### config.mk
export PLATFORM = sky130hd
export DESIGN_NAME = conv_layer_top
export DESIGN_NICKNAME = d
export VERILOG_FILES = /design/src/hw/conv_pkg.sv /design/src/hw/conv_mem.sv /design/src/hw/conv_load.sv /design/src/hw/conv_window_seq.sv /design/src/hw/conv_mac.sv /design/src/hw/conv_activate.sv /design/src/hw/conv_layer_top.sv
export SDC_FILE = /design/constraint.sdc
export NUM_CORES = 2
export LEC_CHECK = 0
export BUFFER_PORTS_ARGS = -buffer_cell sky130_fd_sc_hd__buf_2
export CAP_MARGIN = 20
export CORE_ASPECT_RATIO = 1.5
export CORE_UTILIZATION = 39
export CTS_BUF_LIST = sky130_fd_sc_hd__clkbuf_8
export CTS_CLUSTER_DIAMETER = 80
export DETAILED_ROUTE_END_ITERATION = 8
export PLACE_DENSITY_LB_ADDON = 0.25
export SETUP_SLACK_MARGIN = 0.2
export SYNTH_ARGS = -nofsm -noshare
export SYNTH_HDL_FRONTEND = slang
export SYNTH_HIERARCHICAL = 1
export SYNTH_SLANG_ARGS = --single-unit
### constraint.sdc
create_clock -name clk -period 8.3 [get_ports clk]
set_clock_uncertainty 0.2 [all_clocks]
set_input_delay 0.415 -clock clk [delete_from_list [all_inputs] [get_ports clk]]
set_output_delay 0.415 -clock clk [all_outputs]
set_load 0.05 [all_outputs]
### src/hw/conv_pkg.sv
package conv_pkg;

    // word widths.
    localparam int data_width = 16;
    localparam int acc_width = 32;

    // layer geometry.
    localparam int ifm_size = 6;
    localparam int kernel_size = 3;
    localparam int num_filters = 2;
    localparam int ofm_size = ifm_size - kernel_size + 1;
    localparam int num_taps = kernel_size * kernel_size;

    // memory depths.
    localparam int ifm_words = ifm_size * ifm_size;
    localparam int wm_words = num_filters * num_taps; // filter * 9 + tap.

    // memory address widths.
    localparam int ifm_addr_width = 6;
    localparam int wm_addr_width = 5;
    localparam int bm_addr_width = 1;

    // sequencer counter widths.
    localparam int filter_cnt_width = 1;
    localparam int ofm_cnt_width = 2;
    localparam int tap_cnt_width = 2; // kernel row and column.

    // host address map, region code in bits 7..6.
    localparam int host_addr_width = 8;
    localparam int region_width = 2;
    localparam int offset_width = host_addr_width - region_width;
    localparam logic [region_width-1:0] region_ifm = 2'd0;
    localparam logic [region_width-1:0] region_wm = 2'd1;
    localparam logic [region_width-1:0] region_bm = 2'd2;

    // output saturation limit.
    localparam int out_max = 32767;

endpackage

### src/hw/conv_mem.sv
module conv_mem #(
    parameter int depth = 36,
    parameter int addr_width = 6
) (
    input  logic                           clk,
    input  logic                           write_en,
    input  logic [addr_width-1:0]          write_addr,
    input  logic [conv_pkg::data_width-1:0] write_data,
    input  logic                           read_en,
    input  logic [addr_width-1:0]          read_addr,
    output logic [conv_pkg::data_width-1:0] read_data
);
    import conv_pkg::*;

    logic [data_width-1:0] mem [depth];

    always_ff @(posedge clk)
    begin
        if (write_en)
        begin
            mem[write_addr] <= write_data;
        end
        if (read_en)
        begin
            read_data <= mem[read_addr]; // holds between reads.
        end
    end

    a_addr_in_range: assert property (@(posedge clk)
        (write_en |-> int'(write_addr) < depth) and (read_en |-> int'(read_addr) < depth));

endmodule

### src/hw/conv_load.sv
module conv_load (
    input  logic                                clk,
    input  logic                                arst_n,
    input  logic                                host_write,
    input  logic [conv_pkg::host_addr_width-1:0] host_address,
    input  logic [conv_pkg::data_width-1:0]      host_data,
    input  logic                                busy,
    output logic                                ifm_write_en,
    output logic                                wm_write_en,
    output logic                                bm_write_en,
    output logic [conv_pkg::ifm_addr_width-1:0]  write_addr,
    output logic [conv_pkg::data_width-1:0]      write_data
);
    import conv_pkg::*;

    logic [region_width-1:0] region;
    logic [offset_width-1:0] offset;
    logic                    accept;

    assign region = host_address[host_addr_width-1:offset_width];
    assign offset = host_address[offset_width-1:0];
    assign accept = host_write && !busy; // layer owns the memories while busy.

    always_ff @(posedge clk or negedge arst_n)
    begin
        if (!arst_n)
        begin
            ifm_write_en <= 1'b0;
            wm_write_en  <= 1'b0;
            bm_write_en  <= 1'b0;
        end
        else
        begin
            ifm_write_en <= accept && region == region_ifm && int'(offset) < ifm_words;
            wm_write_en  <= accept && region == region_wm && int'(offset) < wm_words;
            bm_write_en  <= accept && region == region_bm && int'(offset) < num_filters;
        end
    end

    always_ff @(posedge clk)
    begin
        write_addr <= offset[ifm_addr_width-1:0];
        write_data <= host_data;
    end

    // a write taken in the start cycle would land while the layer reads.
    a_idle_writes: assert property (@(posedge clk) disable iff (!arst_n)
        busy |-> !(ifm_write_en || wm_write_en || bm_write_en));

endmodule

### src/hw/conv_window_seq.sv
module conv_window_seq (
    input  logic                               clk,
    input  logic                               arst_n,
    input  logic                               start,
    output logic                               busy,
    output logic                               ifm_read_en,
    output logic [conv_pkg::ifm_addr_width-1:0] ifm_read_addr,
    output logic                               wm_read_en,
    output logic [conv_pkg::wm_addr_width-1:0]  wm_read_addr,
    output logic                               bm_read_en,
    output logic [conv_pkg::bm_addr_width-1:0]  bm_read_addr,
    output logic                               tap_valid,
    output logic                               tap_first,
    output logic                               tap_last,
    output logic                               last_pixel
);
    import conv_pkg::*;

    logic                        run; // taps still being issued.
    logic [filter_cnt_width-1:0] filt;
    logic [ofm_cnt_width-1:0]    orow;
    logic [ofm_cnt_width-1:0]    ocol;
    logic [tap_cnt_width-1:0]    krow;
    logic [tap_cnt_width-1:0]    kcol;
    logic                        tap_start;
    logic                        tap_end;
    logic                        last_issue;
    logic [1:0]                  drain; // mac and activation stages.

    assign tap_start  = krow == '0 && kcol == '0;
    assign tap_end    = int'(krow) == kernel_size - 1 && int'(kcol) == kernel_size - 1;
    assign last_issue = run && tap_end && int'(filt) == num_filters - 1
                        && int'(orow) == ofm_size - 1 && int'(ocol) == ofm_size - 1;

    assign ifm_read_en   = run;
    assign ifm_read_addr = ifm_addr_width'((orow + krow) * ifm_size + ocol + kcol);
    assign wm_read_en    = run;
    assign wm_read_addr  = wm_addr_width'(filt * num_taps + krow * kernel_size + kcol);
    assign bm_read_en    = run && tap_end; // bias lands with the last tap.
    assign bm_read_addr  = bm_addr_width'(filt);

    always_ff @(posedge clk or negedge arst_n)
    begin
        if (!arst_n)
        begin
            busy <= 1'b0;
            run  <= 1'b0;
            filt <= '0;
            orow <= '0;
            ocol <= '0;
            krow <= '0;
            kcol <= '0;
        end
        else if (!busy)
        begin
            busy <= start;
            run  <= start;
            filt <= '0;
            orow <= '0;
            ocol <= '0;
            krow <= '0;
            kcol <= '0;
        end
        else
        begin
            if (drain[1])
            begin
                busy <= 1'b0; // cycle after done.
            end
            if (last_issue)
            begin
                run <= 1'b0;
            end
            if (run)
            begin
                kcol <= int'(kcol) == kernel_size - 1 ? '0 : kcol + 1'b1;
                if (int'(kcol) == kernel_size - 1)
                begin
                    krow <= int'(krow) == kernel_size - 1 ? '0 : krow + 1'b1;
                end
                if (tap_end)
                begin
                    ocol <= ocol + 1'b1; // wraps at 4.
                    if (int'(ocol) == ofm_size - 1)
                    begin
                        orow <= orow + 1'b1;
                        if (int'(orow) == ofm_size - 1)
                        begin
                            filt <= filt + 1'b1;
                        end
                    end
                end
            end
        end
    end

    // tags follow the read data by one cycle.
    always_ff @(posedge clk or negedge arst_n)
    begin
        if (!arst_n)
        begin
            tap_valid  <= 1'b0;
            tap_first  <= 1'b0;
            tap_last   <= 1'b0;
            last_pixel <= 1'b0;
            drain      <= '0;
        end
        else
        begin
            tap_valid  <= run;
            tap_first  <= run && tap_start;
            tap_last   <= run && tap_end;
            last_pixel <= last_issue;
            drain      <= {drain[0], last_pixel};
        end
    end

    // each window is nine taps with no gaps.
    a_window_taps: assert property (@(posedge clk) disable iff (!arst_n)
        tap_first |-> ##(num_taps - 1) tap_last);

endmodule

### src/hw/conv_mac.sv
module conv_mac (
    input  logic                                clk,
    input  logic                                arst_n,
    input  logic signed [conv_pkg::data_width-1:0] pixel_in,
    input  logic signed [conv_pkg::data_width-1:0] weight_in,
    input  logic                                tap_valid,
    input  logic                                tap_first,
    input  logic                                tap_last,
    input  logic                                last_pixel,
    output logic signed [conv_pkg::acc_width-1:0]  sum,
    output logic                                sum_valid,
    output logic                                sum_last_pixel
);
    import conv_pkg::*;

    logic signed [2*data_width-1:0] product;
    logic signed [acc_width-1:0]    acc;
    logic signed [acc_width-1:0]    acc_next;

    assign product  = pixel_in * weight_in;
    assign acc_next = tap_first ? acc_width'(product) : acc + acc_width'(product);

    always_ff @(posedge clk)
    begin
        if (tap_valid)
        begin
            acc <= acc_next; // restarts on the first tap.
        end
    end

    // acc holds the full window for one cycle after the last tap.
    assign sum = acc;

    always_ff @(posedge clk or negedge arst_n)
    begin
        if (!arst_n)
        begin
            sum_valid      <= 1'b0;
            sum_last_pixel <= 1'b0;
        end
        else
        begin
            sum_valid      <= tap_valid && tap_last;
            sum_last_pixel <= tap_valid && tap_last && last_pixel;
        end
    end

endmodule

### src/hw/conv_activate.sv
module conv_activate (
    input  logic                                  clk,
    input  logic                                  arst_n,
    input  logic signed [conv_pkg::acc_width-1:0]  sum,
    input  logic                                  sum_valid,
    input  logic                                  sum_last_pixel,
    input  logic signed [conv_pkg::data_width-1:0] bias,
    output logic [conv_pkg::data_width-1:0]        pixel_data,
    output logic                                  pixel_valid,
    output logic                                  done
);
    import conv_pkg::*;

    logic signed [acc_width:0] total; // one guard bit.
    logic [data_width-1:0]     clamped;

    assign total = sum + bias;

    always_comb
    begin
        if (total < 0)
        begin
            clamped = '0; // relu.
        end
        else if (total > out_max)
        begin
            clamped = data_width'(out_max);
        end
        else
        begin
            clamped = total[data_width-1:0];
        end
    end

    always_ff @(posedge clk)
    begin
        if (sum_valid)
        begin
            pixel_data <= clamped;
        end
    end

    always_ff @(posedge clk or negedge arst_n)
    begin
        if (!arst_n)
        begin
            pixel_valid <= 1'b0;
            done        <= 1'b0;
        end
        else
        begin
            pixel_valid <= sum_valid;
            done        <= sum_valid && sum_last_pixel;
        end
    end

    // bias was read with the last tap and is still held.
    a_bias_held: assert property (@(posedge clk) disable iff (!arst_n)
        sum_valid |-> $stable(bias));

endmodule

### src/hw/conv_layer_top.sv
module conv_layer_top (
    input  logic                                clk,
    input  logic                                arst_n,
    input  logic                                host_write,
    input  logic [conv_pkg::host_addr_width-1:0] host_address,
    input  logic [conv_pkg::data_width-1:0]      host_data,
    input  logic                                start,
    output logic                                busy,
    output logic [conv_pkg::data_width-1:0]      pixel_data,
    output logic                                pixel_valid,
    output logic                                done
);
    import conv_pkg::*;

    logic                      ifm_write_en;
    logic                      wm_write_en;
    logic                      bm_write_en;
    logic [ifm_addr_width-1:0] write_addr;
    logic [data_width-1:0]     write_data;
    logic                      ifm_read_en;
    logic [ifm_addr_width-1:0] ifm_read_addr;
    logic [data_width-1:0]     ifm_read_data;
    logic                      wm_read_en;
    logic [wm_addr_width-1:0]  wm_read_addr;
    logic [data_width-1:0]     wm_read_data;
    logic                      bm_read_en;
    logic [bm_addr_width-1:0]  bm_read_addr;
    logic [data_width-1:0]     bm_read_data;
    logic                      tap_valid;
    logic                      tap_first;
    logic                      tap_last;
    logic                      last_pixel;
    logic [acc_width-1:0]      sum;
    logic                      sum_valid;
    logic                      sum_last_pixel;

    conv_load load_i (.clk(clk), .arst_n(arst_n), .host_write(host_write),
        .host_address(host_address), .host_data(host_data), .busy(busy),
        .ifm_write_en(ifm_write_en), .wm_write_en(wm_write_en), .bm_write_en(bm_write_en),
        .write_addr(write_addr), .write_data(write_data));

    conv_mem #(.depth(ifm_words), .addr_width(ifm_addr_width)) ifm_mem (.clk(clk),
        .write_en(ifm_write_en), .write_addr(write_addr), .write_data(write_data),
        .read_en(ifm_read_en), .read_addr(ifm_read_addr), .read_data(ifm_read_data));

    conv_mem #(.depth(wm_words), .addr_width(wm_addr_width)) wm_mem (.clk(clk),
        .write_en(wm_write_en), .write_addr(write_addr[wm_addr_width-1:0]),
        .write_data(write_data), .read_en(wm_read_en), .read_addr(wm_read_addr),
        .read_data(wm_read_data));

    conv_mem #(.depth(num_filters), .addr_width(bm_addr_width)) bm_mem (.clk(clk),
        .write_en(bm_write_en), .write_addr(write_addr[bm_addr_width-1:0]),
        .write_data(write_data), .read_en(bm_read_en), .read_addr(bm_read_addr),
        .read_data(bm_read_data));

    conv_window_seq seq_i (.clk(clk), .arst_n(arst_n), .start(start), .busy(busy),
        .ifm_read_en(ifm_read_en), .ifm_read_addr(ifm_read_addr),
        .wm_read_en(wm_read_en), .wm_read_addr(wm_read_addr),
        .bm_read_en(bm_read_en), .bm_read_addr(bm_read_addr),
        .tap_valid(tap_valid), .tap_first(tap_first), .tap_last(tap_last),
        .last_pixel(last_pixel));

    conv_mac mac_i (.clk(clk), .arst_n(arst_n), .pixel_in(ifm_read_data),
        .weight_in(wm_read_data), .tap_valid(tap_valid), .tap_first(tap_first),
        .tap_last(tap_last), .last_pixel(last_pixel), .sum(sum), .sum_valid(sum_valid),
        .sum_last_pixel(sum_last_pixel));

    conv_activate act_i (.clk(clk), .arst_n(arst_n), .sum(sum), .sum_valid(sum_valid),
        .sum_last_pixel(sum_last_pixel), .bias(bm_read_data), .pixel_data(pixel_data),
        .pixel_valid(pixel_valid), .done(done));

endmodule

==> reports/results.txt <==
status: finished, final reports clean
Post-Route Utilization: 44.9%
Worst Hold Class: in2reg
Cell Area, Synth: 0.0538 mm²
Top FF cell, synth: edfxtp_1
cell family with the largest share of critical-path delay: adder cells
Buf/Inv on CP: 7
hpwl dp: 92.0 mm
post-synth top area cell: edfxtp_1
NumNets Final: 4466
core footprint: 0.137 mm²
R2R Path Start: wm_mem/read_data[6]
Worst setup EP type: flop
final hold vios: 0
Synth Warn #: 6
synth cell count leaders: edfxtp_1 (992), inv_1 (335), mux2i_1 (314)
Die Footprint: 0.140 mm²
Boundary Pins: 47
count leader, synth: edfxtp_1
Distinct cells, synth: 106
Overflow after GRT: 0
fin crit share: 94.9%
vias per cell: 5.23
Worst Max-Slew Pin Slew: 1.09 ns
Worst Setup Start Kind: flop
hold path start: host_address[3]
layout cells sized above 1: 19.3%
worst hold slack: 0.135 ns
vias in the first global route: 32536
DR WL/cell: 23.0 µm
initial drt markers: 1856
cts bufs inserted: 157
Slowest cell on crit path: fa_2
Residual DRC: 0
Synth async-reset ratio: 2.31%
worst skew pair latency: 0.88 ns
syn_nets: 4144
post-synthesis sequential element count: 1038
Max-slew headroom: 27.2%
post-route ant nets: 0
Area Overhead vs Synth: 14.0%
critical path fanouts, max: 5
sequential cell area fraction in the yosys report: 57.3%
final WL: 135 mm
initial antenna violation count: 2
Synth top area share: 55.3%
Critical Path Source: wm_mem/read_data[6]
DIE WIDTH: 305 µm
CTS Sinks: 1038
min cycle time layout: 7.87 ns
first-pass GRT wire length: 203 mm
CTS clock-pin slew for the worst setup and hold paths: 0.07 ns
number of flops mapped to enable cells by yosys: 992
MaxCap Viol Count: 0
die height: 457 µm
post-route setup TNS: 0 ns
CP most frequent cell: fa_1
RSZ-0062 raised after global routing: yes
Area contributors post-synth: edfxtp_1 (55%), fa_1 (10%), mux2i_1 (5.8%), ha_1 (3.8%), mux4_2 (2.7%)
GRT Overall Usage: 19.5%
worst path required time: 8.73 ns
cells after synthesis: 3681
Max Slew Vio Count: 0
via count: 30859
Max Freq: 127 MHz
CTS Root Cell: clkbuf_8
IO buf count: 46
Final Setup Violations: 0
largest net degree at the start of global routing: 125
Avg Cell Area, Syn: 14.6 µm²
Initial Util: 39.4%
First-pass DRT Iterations: 5
TritonCTS clock tree: done
Clock Tree Buf Depth: 3
H-tree depth: 4
Crit path largest cell delay: 0.57 ns
GPL Wtd Cong: 0.883
critical path data arrival time: 8.30 ns
Crit Path Class: reg2reg
FP Rows: 166
## cells in the final DEF, fill, tap and decap left out, types with 33 or more instances in the layout
cell / Yosys / layout
nor2_1: 121 / 118
ha_1: 165 / 147
fa_1: 270 / 263
dlygate4sd3_1: 0 / 47
edfxtp_1: 992 / 992
buf_4: 15 / 201
clkbuf_8: 2 / 167
inv_1: 335 / 377
and2_1: 133 / 129
nand2_1: 235 / 231
o21ai_1: 36 / 39
mux4_2: 64 / 64
a22oi_1: 64 / 64
buf_2: 36 / 46
mux2i_1: 314 / 314
xnor2_1: 52 / 47
o21ai_0: 44 / 36
xor2_1: 36 / 33
a21oi_1: 133 / 120
## worst paths after layout
kind	end	cells after the start	slack [ns]
max	mac_i/sum[29]	30	0.43
min	load_i/write_addr[3]	2	0.13
max reg2reg	mac_i/sum[29]	30	0.43
min reg2reg	seq_i/drain[1]	0	0.15
max in group asynchronous	seq_i/bm_read_addr	4	7.35
min in group asynchronous	act_i/done	4	0.35
## worst register-to-register path: cells and delay by family (launching register included)
| family | cells | cell delay [ns] |
|---|---|---|
| simple gates | 7 | 1.15 |
| flops | 1 | 0.40 |
| xor+xnor | 1 | 0.23 |
| compound gates | 7 | 1.31 |
| buf+inv | 7 | 0.64 |
| fa+ha+maj | 8 | 3.70 |
## sequential cells by signal, indices dropped and copies added (netlist names), 6 cells and up
register           count
act_i/pixel_data      16
bm_mem/read_data      16
ifm_mem/mem          576
wm_mem/mem           288
bm_mem/mem            32
load_i/write_addr      6
wm_mem/read_data      16
mac_i/sum             32
ifm_mem/read_data     16
load_i/write_data     16
## through the flow
| stage | setup WS [ns] | instance area (µm²) | std cells |
|---|---|---|---|
| 5_1_grt | 0.123 | 61400 | 5898 |
| 3_3_place_gp | 0.0354 | 56900 | 5516 |
| 6_report | 0.426 | 61400 | 5899 |
| 3_5_place_dp | -0.0482 | 56900 | 5516 |
| 2_1_floorplan | 0.344 | 53800 | 3681 |
| 4_1_cts | 0.188 | 60600 | 5860 |
## kinds of logic after synthesis
kind of cell	Yosys count	share of synthesized area (%)
xor+xnor	89	1.47
mux	416	9.38
flops	1038	57.3
compound gates	540	7.64
buf+inv	494	4.11
fa+ha+maj	435	13.9
other cells	1	0.00697
simple gates	668	6.24
## layer usage
layer	track usage [%]	share of wire, %	vias up
met5	0	0	-
met4	8.16	4.0	0
met3	2.74	3.5	235
met2	36.6	54	654
met1	21.7	38	15796
li1	-	-	14174
## cell type report
type	count	area [µm²]
diodes	3	7.51
clock buffers	167	2300
clock inverters	121	711
fillers	12180	75300
inverters	336	1260
multi-input cells	2149	21400
flip-flops and latches	1038	30900
well taps	1764	2210
repair buffers	321	2610
## what timing repair did
item | 4_1_cts | 5_1_grt
resized for setup | 20 | 103
hold buffers | 48 | 0
gates cloned | 0 | 0
hold endpoints to repair | 51 | 0
buffers inserted | 8 | 35
endpoints found under the setup margin | 6 | 10
pin swaps | 5 | 80
Power is left out: the tool's default activity adds up to more than one toggle a clock period on the data nets, which glitch-free logic cannot reach.
